`src/logic/core_pkg.sv`:
```
// Shared widths, opcode and condition encodings, and pipeline records for the execute core
package core_pkg;

    // Data path and encoding widths
    localparam int word_width = 12;
    localparam int imm_width  = 6;
    localparam int reg_count  = 16;

    typedef logic [word_width-1:0] word_t;
    typedef logic [3:0]            reg_addr_t;

    // Bits 11 to 8 of the instruction word
    typedef enum logic [3:0] {
        mov    = 4'h0,
        add    = 4'h1,
        sub    = 4'h2,
        cmp    = 4'h3,
        inv    = 4'h4,
        and_op = 4'h5,
        or_op  = 4'h6,
        xor_op = 4'h7,
        shl    = 4'h8,
        shr    = 4'h9,
        sra    = 4'ha,
        li     = 4'hb,
        movi   = 4'hc,
        bcc    = 4'hd,
        st     = 4'he,
        hlt    = 4'hf
    } opcode_e;

    // Branch conditions, carried in the rd field of bcc
    // Codes above cc_ge are never taken
    typedef enum logic [3:0] {
        cc_always = 4'h0,
        cc_eq     = 4'h1,
        cc_ne     = 4'h2,
        cc_lt     = 4'h3,
        cc_gt     = 4'h4,
        cc_le     = 4'h5,
        cc_ge     = 4'h6
    } cond_e;

    typedef struct packed {
        logic z;
        logic c;
        logic n;
        logic v;
    } flags_t;

    // Decode stage output
    typedef struct packed {
        logic                 valid;
        opcode_e              op;
        reg_addr_t            rd;
        reg_addr_t            rs;
        cond_e                cond;
        logic                 hilo;
        logic [imm_width-1:0] imm;
        word_t                pc;
    } decoded_t;

    // Execute stage output, one record per executed instruction
    typedef struct packed {
        logic      valid;
        opcode_e   op;
        reg_addr_t rd;
        logic      wr_en;
        word_t     value;
        flags_t    flags;
        logic      store_en;
        word_t     store_data;
        logic      branch_taken;
        word_t     pc;
    } exec_result_t;

endpackage

```
`src/logic/exec_core.sv`:
```
// Top level of the execute core joining the decoder, register file and execute stage
module exec_core (
    input  logic                    clk,
    input  logic                    rst,
    input  logic                    issue,
    input  core_pkg::word_t         instr,
    input  core_pkg::word_t         pc,
    output core_pkg::exec_result_t  result,
    output logic                    halted
);

    core_pkg::decoded_t     dec;
    core_pkg::reg_addr_t    rd_addr_a;
    core_pkg::reg_addr_t    rd_addr_b;
    core_pkg::reg_addr_t    wr_addr;
    core_pkg::word_t        rd_data_a;
    core_pkg::word_t        rd_data_b;
    core_pkg::word_t        wr_data;
    logic                   wr_en;

    instr_decoder decoder_i (
        .clk    (clk),
        .rst    (rst),
        .issue  (issue),
        .instr  (instr),
        .pc     (pc),
        .halted (halted),
        .dec    (dec)
    );

    register_file regfile_i (
        .clk       (clk),
        .rst       (rst),
        .rd_addr_a (rd_addr_a),
        .rd_addr_b (rd_addr_b),
        .wr_en     (wr_en),
        .wr_addr   (wr_addr),
        .wr_data   (wr_data),
        .rd_data_a (rd_data_a),
        .rd_data_b (rd_data_b)
    );

    // Execute writes the register file at the same edge it latches result
    execute_stage execute_i (
        .clk       (clk),
        .rst       (rst),
        .dec       (dec),
        .rd_data_a (rd_data_a),
        .rd_data_b (rd_data_b),
        .rd_addr_a (rd_addr_a),
        .rd_addr_b (rd_addr_b),
        .wr_en     (wr_en),
        .wr_addr   (wr_addr),
        .wr_data   (wr_data),
        .result    (result),
        .halted    (halted)
    );

endmodule

```
`src/logic/execute_stage.sv`:
```
// Execute stage holding the ALU, branch conditions, immediate and flag registers and halt state
module execute_stage (
    input  logic                    clk,
    input  logic                    rst,
    input  core_pkg::decoded_t      dec,
    input  core_pkg::word_t         rd_data_a,
    input  core_pkg::word_t         rd_data_b,
    output core_pkg::reg_addr_t     rd_addr_a,
    output core_pkg::reg_addr_t     rd_addr_b,
    output logic                    wr_en,
    output core_pkg::reg_addr_t     wr_addr,
    output core_pkg::word_t         wr_data,
    output core_pkg::exec_result_t  result,
    output logic                    halted
);

    localparam int ww = core_pkg::word_width;
    localparam int iw = core_pkg::imm_width;

    core_pkg::word_t        op_a;
    core_pkg::word_t        op_b;
    logic [ww:0]            sum;
    core_pkg::word_t        value;
    core_pkg::word_t        store_data;
    core_pkg::word_t        imm_q;
    core_pkg::word_t        imm_next;
    core_pkg::word_t        br_offset;
    core_pkg::flags_t       flags_q;
    core_pkg::flags_t       flags_calc;
    core_pkg::flags_t       flags_next;
    core_pkg::exec_result_t result_next;
    logic                   carry;
    logic                   overflow;
    logic                   writes;
    logic                   flag_upd;
    logic                   cond_met;
    logic                   taken;
    logic                   is_store;
    logic                   is_halt;

    // Port a reads rd, port b reads rs
    assign rd_addr_a = dec.rd;
    assign rd_addr_b = dec.rs;
    assign op_a      = rd_data_a;
    assign op_b      = rd_data_b;

    assign br_offset = {{(ww - iw){imm_q[iw-1]}}, imm_q[iw-1:0]};

    // Condition check against the flags left by earlier instructions
    always_comb begin
        case (dec.cond)
            core_pkg::cc_always: cond_met = 1'b1;
            core_pkg::cc_eq:     cond_met = flags_q.z;
            core_pkg::cc_ne:     cond_met = !flags_q.z;
            core_pkg::cc_lt:     cond_met = flags_q.n ^ flags_q.v;
            core_pkg::cc_gt:     cond_met = !flags_q.z && !(flags_q.n ^ flags_q.v);
            core_pkg::cc_le:     cond_met = flags_q.z || (flags_q.n ^ flags_q.v);
            core_pkg::cc_ge:     cond_met = !(flags_q.n ^ flags_q.v);
            default:             cond_met = 1'b0;
        endcase
    end

    always_comb begin
        sum        = '0;
        value      = '0;
        store_data = '0;
        carry      = 1'b0;
        overflow   = 1'b0;
        writes     = 1'b0;
        flag_upd   = 1'b0;
        taken      = 1'b0;
        is_store   = 1'b0;
        is_halt    = 1'b0;
        imm_next   = imm_q;
        case (dec.op)
            core_pkg::mov: begin
                value  = op_b;
                writes = 1'b1;
            end
            core_pkg::add: begin
                sum      = {1'b0, op_a} + {1'b0, op_b};
                value    = sum[ww-1:0];
                carry    = sum[ww];
                overflow = !(op_a[ww-1] ^ op_b[ww-1]) && (value[ww-1] ^ op_a[ww-1]);
                writes   = 1'b1;
            end
            core_pkg::sub,
            core_pkg::cmp: begin
                // rd plus inverted rs plus one; cmp keeps only the flags
                sum      = {1'b0, op_a} + {1'b0, ~op_b} + {{ww{1'b0}}, 1'b1};
                value    = sum[ww-1:0];
                carry    = sum[ww];
                overflow = (op_a[ww-1] ^ op_b[ww-1]) && (value[ww-1] ^ op_a[ww-1]);
                writes   = (dec.op == core_pkg::sub);
                flag_upd = !writes;
            end
            core_pkg::inv: begin
                value  = ~op_a;
                writes = 1'b1;
            end
            core_pkg::and_op: begin
                value  = op_a & op_b;
                writes = 1'b1;
            end
            core_pkg::or_op: begin
                value  = op_a | op_b;
                writes = 1'b1;
            end
            core_pkg::xor_op: begin
                value  = op_a ^ op_b;
                writes = 1'b1;
            end
            core_pkg::shl: begin
                value  = op_a << op_b[3:0];
                writes = 1'b1;
            end
            core_pkg::shr: begin
                value  = op_a >> op_b[3:0];
                writes = 1'b1;
            end
            core_pkg::sra: begin
                value  = core_pkg::word_t'($signed(op_a) >>> op_b[3:0]);
                writes = 1'b1;
            end
            core_pkg::li: begin
                // hilo selects which half of the immediate register to load
                if (dec.hilo) begin
                    imm_next = {dec.imm, imm_q[iw-1:0]};
                end else begin
                    imm_next = {imm_q[ww-1:iw], dec.imm};
                end
            end
            core_pkg::movi: begin
                value  = imm_q;
                writes = 1'b1;
            end
            core_pkg::bcc: begin
                taken = cond_met;
                value = cond_met ? dec.pc + br_offset : dec.pc;
            end
            core_pkg::st: begin
                // Address from rd, data from rs
                value      = op_a;
                store_data = op_b;
                is_store   = 1'b1;
            end
            core_pkg::hlt: begin
                is_halt = 1'b1;
            end
        endcase
    end

    // Every register-writing op also sets the flags
    assign flags_calc = '{
        z: (value == '0),
        c: carry,
        n: value[ww-1],
        v: overflow
    };
    assign flags_next = (dec.valid && (writes || flag_upd)) ? flags_calc : flags_q;

    assign wr_en   = dec.valid && writes;
    assign wr_addr = dec.rd;
    assign wr_data = value;

    assign result_next = '{
        valid:        dec.valid,
        op:           dec.op,
        rd:           dec.rd,
        wr_en:        wr_en,
        value:        value,
        flags:        flags_next,
        store_en:     dec.valid && is_store,
        store_data:   store_data,
        branch_taken: dec.valid && taken,
        pc:           dec.pc
    };

    always_ff @(posedge clk or posedge rst) begin
        if (rst) begin
            flags_q <= '0;
            imm_q   <= '0;
            halted  <= 1'b0;
            result  <= '0;
        end else begin
            flags_q <= flags_next;
            if (dec.valid) begin
                imm_q <= imm_next;
            end
            // Sticky until reset
            if (dec.valid && is_halt) begin
                halted <= 1'b1;
            end
            result <= result_next;
        end
    end

endmodule

```
`src/logic/instr_decoder.sv`:
```
// Decode stage that registers the fields of an issued instruction word for the execute stage
module instr_decoder (
    input  logic                 clk,
    input  logic                 rst,
    input  logic                 issue,
    input  core_pkg::word_t      instr,
    input  core_pkg::word_t      pc,
    input  logic                 halted,
    output core_pkg::decoded_t   dec
);

    logic                               valid_q;
    logic                               hold;
    core_pkg::opcode_e                  op_q;
    core_pkg::reg_addr_t                rd_q;
    core_pkg::reg_addr_t                rs_q;
    core_pkg::cond_e                    cond_q;
    logic                               hilo_q;
    logic [core_pkg::imm_width-1:0]     imm_q;
    core_pkg::word_t                    pc_q;

    // Drop issues once halted, and also while a hlt sits in execute,
    // since halted only rises at the edge that retires it
    assign hold = halted || (valid_q && op_q == core_pkg::hlt);

    always_ff @(posedge clk or posedge rst) begin
        if (rst) begin
            valid_q <= 1'b0;
        end else begin
            valid_q <= issue && !hold;
        end
    end

    // Field registers only load on an issue
    always_ff @(posedge clk) begin
        if (issue) begin
            op_q   <= core_pkg::opcode_e'(instr[11:8]);
            rd_q   <= instr[7:4];
            rs_q   <= instr[3:0];
            cond_q <= core_pkg::cond_e'(instr[7:4]);
            hilo_q <= instr[6];
            imm_q  <= instr[5:0];
            pc_q   <= pc;
        end
    end

    assign dec = '{
        valid: valid_q,
        op:    op_q,
        rd:    rd_q,
        rs:    rs_q,
        cond:  cond_q,
        hilo:  hilo_q,
        imm:   imm_q,
        pc:    pc_q
    };

endmodule

```
`src/logic/register_file.sv`:
```
// General register file with two asynchronous read ports and one synchronous write port
module register_file (
    input  logic                  clk,
    input  logic                  rst,
    input  core_pkg::reg_addr_t   rd_addr_a,
    input  core_pkg::reg_addr_t   rd_addr_b,
    input  logic                  wr_en,
    input  core_pkg::reg_addr_t   wr_addr,
    input  core_pkg::word_t       wr_data,
    output core_pkg::word_t       rd_data_a,
    output core_pkg::word_t       rd_data_b
);

    core_pkg::word_t regs [core_pkg::reg_count];

    always_ff @(posedge clk or posedge rst) begin
        if (rst) begin
            for (int i = 0; i < core_pkg::reg_count; i++) begin
                regs[i] <= '0;
            end
        end else if (wr_en) begin
            regs[wr_addr] <= wr_data;
        end
    end

    // Reads see the old contents during a write; the new value
    // shows up after the edge
    assign rd_data_a = regs[rd_addr_a];
    assign rd_data_b = regs[rd_addr_b];

endmodule

```
`config.mk`:
```
export PLATFORM = sky130hd
export DESIGN_NAME = exec_core
export DESIGN_NICKNAME = d
export VERILOG_FILES = /design/src/logic/core_pkg.sv /design/src/logic/exec_core.sv /design/src/logic/execute_stage.sv /design/src/logic/instr_decoder.sv /design/src/logic/register_file.sv
export SDC_FILE = /design/constraint.sdc
export NUM_CORES = 1
export LEC_CHECK = 0
export BUFFER_PORTS_ARGS = -buffer_cell sky130_fd_sc_hd__buf_2
export CELL_PAD_IN_SITES_DETAIL_PLACEMENT = 0
export CELL_PAD_IN_SITES_GLOBAL_PLACEMENT = 2
export CORE_MARGIN = 2
export CORE_UTILIZATION = 35
export DETAILED_ROUTE_END_ITERATION = 10
export GPL_TIMING_DRIVEN = 0
export MAX_ROUTING_LAYER = met4
export PLACE_DENSITY_LB_ADDON = 0.15
export SLEW_MARGIN = 25
export SYNTH_ARGS = -nofsm -noshare
export SYNTH_HDL_FRONTEND = slang
export SYNTH_SLANG_ARGS = --single-unit
```
`constraint.sdc`:
```
create_clock -name clk -period 8 [get_ports clk]
set_input_delay 0.8 -clock clk [delete_from_list [all_inputs] [get_ports clk]]
set_output_delay 0.8 -clock clk [all_outputs]
set_load 0.01 [all_outputs]
```
==> results of run 1 <==
[layer usage]
layer,routed length (µm),global-route usage,up-vias,part of all wire
met4,2670,0.110,0,0.039
met3,3600,0.0317,116,0.052
met5,0,-,-,0
met1,29500,0.374,7068,0.43
li1,-,-,6012,-
met2,33000,0.464,529,0.48
[per-stage QoR]
stage | util | setup TNS (ns) | setup WS (ns) | std cells
6_report | 0.409 | 0 | 0.788 | 2311
5_1_grt | 0.409 | 0 | 0.390 | 2311
4_1_cts | 0.409 | 0 | 0.815 | 2311
3_5_place_dp | 0.384 | 0 | 0.786 | 2250
3_3_place_gp | 0.379 | -843.35 | -3.30 | 2238
2_1_floorplan | - | 0 | 0.102 | 1544
[worst max path at each step]
stage	start	depth (start not counted)	slack, ns	to
3_3_place_gp	rst	2	-3.30	execute_i.result[30]
5_1_grt	decoder_i.imm_q[1]	20	0.39	execute_i.result[29]
6_report	decoder_i.imm_q[1]	18	0.79	execute_i.result[29]
2_1_floorplan	rst	1	0.10	decoder_i.valid_q
4_1_cts	decoder_i.imm_q[1]	20	0.81	execute_i.result[29]
3_5_place_dp	decoder_i.imm_q[1]	19	0.79	execute_i.result[29]
[state kept, by name (all words and copies together), names as in the netlist]
register           cells
decoder_i.rd_q         3
execute_i.halted       1
execute_i.result      52
decoder_i.imm_q        5
regfile_i.regs       192
execute_i.imm_q       12
decoder_i.valid_q      1
decoder_i.pc_q        12
decoder_i.op_q         4
[final cells by class]
class                   count  area (µm²)
plain buffers             112         552
clock buffers              49         988
clock inverters            12         210
fillers                  4702       28300
inverters                  52         203
multi-input cells        1098        9130
flip-flops and latches    282        7180
well taps                 615         769
repair buffers             91         546
[synth_stat cells (13+ instances only)]
cell and number:
nor3_1 25, nor2_1 184, ha_1 48, nor2b_1 16, o211ai_1 13, nand2_1 82
edfxtp_1 24, clkbuf_1 60, mux2i_1 51, dfrtp_1 258, o21ai_0 39, mux2_2 122
nand2b_1 15, o22ai_1 18, a21oi_1 147, a22oi_1 15, nand3_1 28, buf_2 27
mux4_2 97, inv_1 40
[worst reg2reg max path, delay by kind of cell, from the launching register on]
family | cells | cell delay (ns)
AOI/OAI and AO/OA | 7 | 2.62
adders and majority gates | 1 | 0.29
buffers and inverters | 5 | 2.36
DFF | 1 | 0.31
muxes | 2 | 0.73
and+or+nand+nor | 3 | 0.83
[logic make-up after synthesis]
logic type	Yosys count	synth area share
DFF	282	0.423
AOI/OAI and AO/OA	350	0.133
adders and majority gates	51	0.0389
and+or+nand+nor	411	0.113
muxes	272	0.241
xor gates and xnor gates	14	0.00722
buffers and inverters	164	0.0440
[power by group]
group,internal (mW),switching (mW)
registers,2.00,0.432
clock network,1.03,0.662
logic,1.59,2.53
total,4.62,3.62
==> summary.md, run 1 <==
| Metric | Value |
|---|---|
| Synth top area share | `0.380` |
| YS warnings | `0` |
| Worst min path class | `input pin to async pin` |
| FFs w/ async S/R, synth | `0.915` |
| Slew Limit Fails | `0` |
| CTS tree | `done` |
| Rel. slew slack | `0.195` |
| Clock period minus worst slack | `7.21 ns` |
| Worst VDD drop | `around 0.27 mV` |
| Register clock-pin slew on the reported worst setup and hold paths | `~0.06 ns` |
| Leak | `8.13 nW` |
| Slew @ Worst Pin | `1.20 ns` |
| Buffers & Inverters on Critical Path | `5` |
| R2R setup slack | `0.79 ns` |
| Mean Syn Cell Area | `11.0 µm²` |
| Vias per cell | `between 5 and 6` |
| Top FF cell, synth | `dfrtp_1` |
| Final-report hold violation count | `0` |
| Register bit total from synthesis | `282` |
| # DRC | `0` |
| Core ar. | `47800 µm²` |
| Final Net Count | `1750` |
| Rows | `80` |
| Layout cells sized above 1 | `0.270` |
| Delay-heaviest family, CP | `compound AO/OA/AOI/OAI gates` |
| R2R cell count | `18` |
| Detailed Route Iter0 Violations | `1387` |
| Design Power | `between 8 and 9 mW` |
| Commonest non-fill, non-tap cell in the layout | `dfrtp_1` |
| WP data arrival | `about 7.7 ns` |
| Vias in the first global route | `13900` |
| Final setup vio count | `0` |
| Antenna cells | `0` |
| Gr ovfl total | `0` |
| Status | `complete, no violations` |
| CP Capture Type | `flop` |
| Drt pass-1 iters | `5` |
| Cells after synthesis | `1544` |
| Max incr delay on CP | `0.90 ns` |
| Max-cap violations | `0` |
| Sequential area share after synthesis | `0.423` |
| Largest net degree at the start of global routing | `95` |
| CTS-repair resized insts | `0` |
| Post-DRT Antenna Nets | `0` |
| Synth Net Count | `about 1600` |
| Clock skew | `between 0.02 and 0.025 ns` |
| WL/cell | `29.8 µm` |
| Post-Synthesis Cell Area | `17000 µm²` |
| CP Max Fanout | `10` |
| Port Buffers | `79` |
| Die ar. | `~50000 µm²` |
| Gr usage total | `0.287` |
| CP cell instances | `buf_2, clkbuf_1, buf_1, mux4_2, mux2i_1, nand2_1, o21ai_0, ha_1, clkbuf_1, inv_1, or3_1, o221ai_1, o22ai_1, o221ai_1, o221ai_1, a211oi_2, nand4_1, o41ai_2` |
| Reg-to-Reg End | `execute_i.result[29]` |
| Cell taking the most area after synthesis | `dfrtp_1` |
| H-tree Lvls | `2` |
| Critical Path RT | `8.46 ns` |
| Root buf cell | `clkbuf_16` |
| Critical path class | `flop to flop` |
| Origin of the critical flop-to-flop path | `decoder_i.imm_q[1]` |
| Total number of vias | `about 14000` |
| Total Wirelength | `68800 µm` |
| Slowest stage cell, crit path | `a211oi_2` |
| Final GP Congestion | `0.962` |
| Worst hold slack | `0.311 ns` |
| Number of flops mapped to enable cells by yosys | `24` |
| Worst setup SP type | `flop` |
| Pwr dens | `421 nW/µm²` |
| Initial core utilization | `0.355` |
| Die Ht | `between 200 and 250 µm` |
| RSZ-0062 raised after global routing | `no` |
| Post-synth cell types | `85` |
| Area contributors post-synth | `dfrtp_1 38%, mux4_2 13%, mux2_2 8.1%, a21oi_1 4.3%, edfxtp_1 4.2%` |
| # hold bufs at CTS | `0` |
| Global-route wire length before repair | `100000 µm` |
| Most used cell, CP | `o221ai_1` |
| Detailed Place HPWL | `around 51000 µm` |
| Clock latency on the worst-skew pair | `0.56 ns` |
| Area grow syn2layout | `15.3%` |
| Initial antenna violation count | `0` |
| Final worst-path cycle share | `0.901` |
| Sink Count | `282` |
| Top-Level Pins | `80` |
| Final instance area | `19600 µm²` |
| Achievable Freq | `0.139 GHz` |
| Commonest cells after routing, fill and taps aside | `258 x dfrtp_1, 175 x nor2_1, 143 x a21oi_1` |
| CTS Buf Count | `35` |
| Setup Buffers After CTS | `0` |
| Clk buf depth | `3` |
| Die X | `224 µm` |
| Placed Area | `18400 µm²` |
Power figures use the tool's default switching activity.
==> run 2, diff against run 1 <==
--- a/config.mk
+++ b/config.mk
@@ -6,10 +6,11 @@
 export NUM_CORES = 1
 export LEC_CHECK = 0
 export BUFFER_PORTS_ARGS = -buffer_cell sky130_fd_sc_hd__buf_2
+export CAP_MARGIN = 20
 export CELL_PAD_IN_SITES_DETAIL_PLACEMENT = 0
 export CELL_PAD_IN_SITES_GLOBAL_PLACEMENT = 2
 export CORE_MARGIN = 2
-export CORE_UTILIZATION = 35
+export CORE_UTILIZATION = 38
 export DETAILED_ROUTE_END_ITERATION = 10
 export GPL_TIMING_DRIVEN = 0
 export MAX_ROUTING_LAYER = met4
==> summary.md, run 2 (synthesis gave the netlist of run 1 again) <==
| Metric | Value |
|---|---|
| Status | `complete, no violations` |
| Leak | `8.14 nW (+0.14%)` |
| Port Buffers | `79 (unchanged)` |
| Worst VDD drop | `0.192 mV (-29%)` |
| Clk buf depth | `3 (unchanged)` |
| Gr ovfl total | `0 (unchanged)` |
| Largest net degree at the start of global routing | `78 (-18%)` |
| Sink Count | `282 (unchanged)` |
| RSZ-0062 raised after global routing | `no` |
| Origin of the critical flop-to-flop path | `decoder_i.imm_q[1]` |
| Critical path class | `flop to flop` |
| CP cell instances | `buf_2, clkbuf_1, buf_1, mux4_2, mux2i_1, nand2_1, o21ai_0, ha_1, clkbuf_1, inv_1, or3_1, o221ai_1, o22ai_1, o221ai_1, o221ai_1, a211oi_2, nand4_1, o41ai_2` |
| Max incr delay on CP | `0.92 ns (+0.02 ns)` |
| Top-Level Pins | `80 (unchanged)` |
| Fill count | `4297 (-8.6%)` |
| H-tree Lvls | `2 (unchanged)` |
| Total number of vias | `13800 (+0.87%)` |
| Worst hold slack | `0.253 ns (-0.0583 ns)` |
| Detailed Route Iter0 Violations | `1480 (+6.7%)` |
| Slowest stage cell, crit path | `a211oi_2` |
| Achievable Freq | `0.137 GHz (-1.1%)` |
| Initial core utilization | `0.385 (+0.0299)` |
| Global-route wire length before repair | `98500 µm (-1.9%)` |
| Final worst-path cycle share | `0.912 (+0.0101)` |
| Commonest cells after routing, fill and taps aside | `258 x dfrtp_1, 175 x nor2_1, 142 x a21oi_1` |
| Setup Buffers After CTS | `0 (unchanged)` |
| Antenna cells | `0 (unchanged)` |
| # hold bufs at CTS | `0 (unchanged)` |
| Die Ht | `215 µm (-4.0%)` |
| Buffers & Inverters on Critical Path | `5 (unchanged)` |
| Final setup vio count | `0 (unchanged)` |
| Top reg by flops | `regfile_i.regs` |
| Detailed Place HPWL | `50300 µm (-1.0%)` |
| Total negative slack | `0 ns (unchanged)` |
| # DRC | `0 (unchanged)` |
| Most used cell, CP | `o221ai_1` |
| Delay-heaviest family, CP | `compound AO/OA/AOI/OAI gates` |
| Worst min path class | `input pin to async pin` |
| Reg-to-Reg End | `execute_i.result[29]` |
| Final GP Congestion | `0.966 (+0.34%)` |
| CP Max Fanout | `10 (unchanged)` |
| R2R setup slack | `0.71 ns (-0.08 ns)` |
| Slew Limit Fails | `0 (unchanged)` |
| Vias in the first global route | `14000 (+0.65%)` |
| Max-cap violations | `0 (unchanged)` |
| Slew @ Worst Pin | `1.17 ns (-0.0300 ns)` |
| Layout cells sized above 1 | `0.274 (+0.00423)` |
| CTS-repair resized insts | `0 (unchanged)` |
| Drt pass-1 iters | `6 (+1)` |
| Gr usage total | `0.302 (+0.0142)` |
| Pwr dens | `417 nW/µm² (-0.92%)` |
| Core ar. | `44100 µm² (-7.8%)` |
| CTS tree | `done` |
| Max reg flops | `192 (unchanged)` |
| Rel. slew slack | `0.217 (+0.0225)` |
| Root buf cell | `clkbuf_16` |
| Die X | `215 µm (-4.0%)` |
| WL/cell | `29.5 µm (-0.96%)` |
| Initial antenna violation count | `0 (unchanged)` |
| WP data arrival | `7.75 ns (+0.08 ns)` |
| Rows | `77 (-3.8%)` |
| Clock skew | `0.0369 ns (+0.0157 ns)` |
| R2R cell count | `18 (unchanged)` |
| Area grow syn2layout | `15.3% (about the same)` |
| Register clock-pin slew on the reported worst setup and hold paths | `0.06 ns (about the same)` |
| Clock period minus worst slack | `7.29 ns (+0.0810 ns)` |
| Largest regs | `regfile_i.regs: 192 flops, execute_i.result: 52 flops` |
| Design Power | `8.17 mW (-0.94%)` |
| Final-report hold violation count | `0 (unchanged)` |
| Total Wirelength | `67500 µm (-1.8%)` |
| Final core utilization | `0.443 (+0.0344)` |
| Final Net Count | `1753 (+0.17%)` |
| CTS Buf Count | `35 (unchanged)` |
| Worst setup SP type | `flop` |
| Clock latency on the worst-skew pair | `0.57 ns (about the same)` |
| Post-DRT Antenna Nets | `0 (unchanged)` |
| Critical Path RT | `8.45 ns (about the same)` |
| CP Capture Type | `flop` |
| Commonest non-fill, non-tap cell in the layout | `dfrtp_1` |
| Die ar. | `46400 µm² (-7.8%)` |
| Vias per cell | `6.04 (+1.7%)` |
[run 2: changes by cell type in the layout (fill, tap and decap cells not counted), sizes merged]
cell      before  now
buf          143  146
clkbuf       109  104
bufinv         5    3
clkinvlp       1    3
clkinv         3    8
[run 2: routing by layer]
layer / global-route usage / vias up / part of all wire
li1: - / 6021 / -
met1: 0.383 / 7153 / 0.42
met2: 0.491 / 536 / 0.48
met3: 0.0347 / 134 / 0.054
met4: 0.127 / 0 / 0.044
met5: - / - / 0
[run 2: where the power goes]
group | internal [mW] | switching, mW | total [mW]
logic | 1.59 | 2.51 | 4.10
registers | 2.00 | 0.430 | 2.43
clock network | 0.971 | 0.661 | 1.63
[run 2: cell type report]
class                      count  area, µm²  area share
buffer                       112        552      0.0282
sequential                   282       7180       0.367
clock inverter                17        193     0.00985
tap                          592        741      0.0379
clock buffer                  44        980      0.0501
multi-input combinational   1098       9140       0.467
timing repair buffer          94        588      0.0301
inverter                      52        203      0.0104
[run 2: how the worst max path moves through the flow]
stage	depth (start not counted)	end	from	slack, ns
5_1_grt	18	execute_i.result[29]	decoder_i.imm_q[1]	0.54
4_1_cts	18	execute_i.result[29]	decoder_i.imm_q[1]	0.88
3_3_place_gp	2	execute_i.result[38]	rst	-3.22
2_1_floorplan	1	decoder_i.valid_q	rst	0.10
6_report	18	execute_i.result[29]	decoder_i.imm_q[1]	0.71
3_5_place_dp	18	execute_i.result[29]	decoder_i.imm_q[1]	0.88
[run 2: through the flow]
step	cells	setup WS, ns	instance area [µm²]
2_1_floorplan	1544	0.102	17000
5_1_grt	2291	0.540	19600
6_report	2291	0.707	19600
3_3_place_gp	2215	-3.22	18100
4_1_cts	2291	0.875	19600
3_5_place_dp	2230	0.877	18400
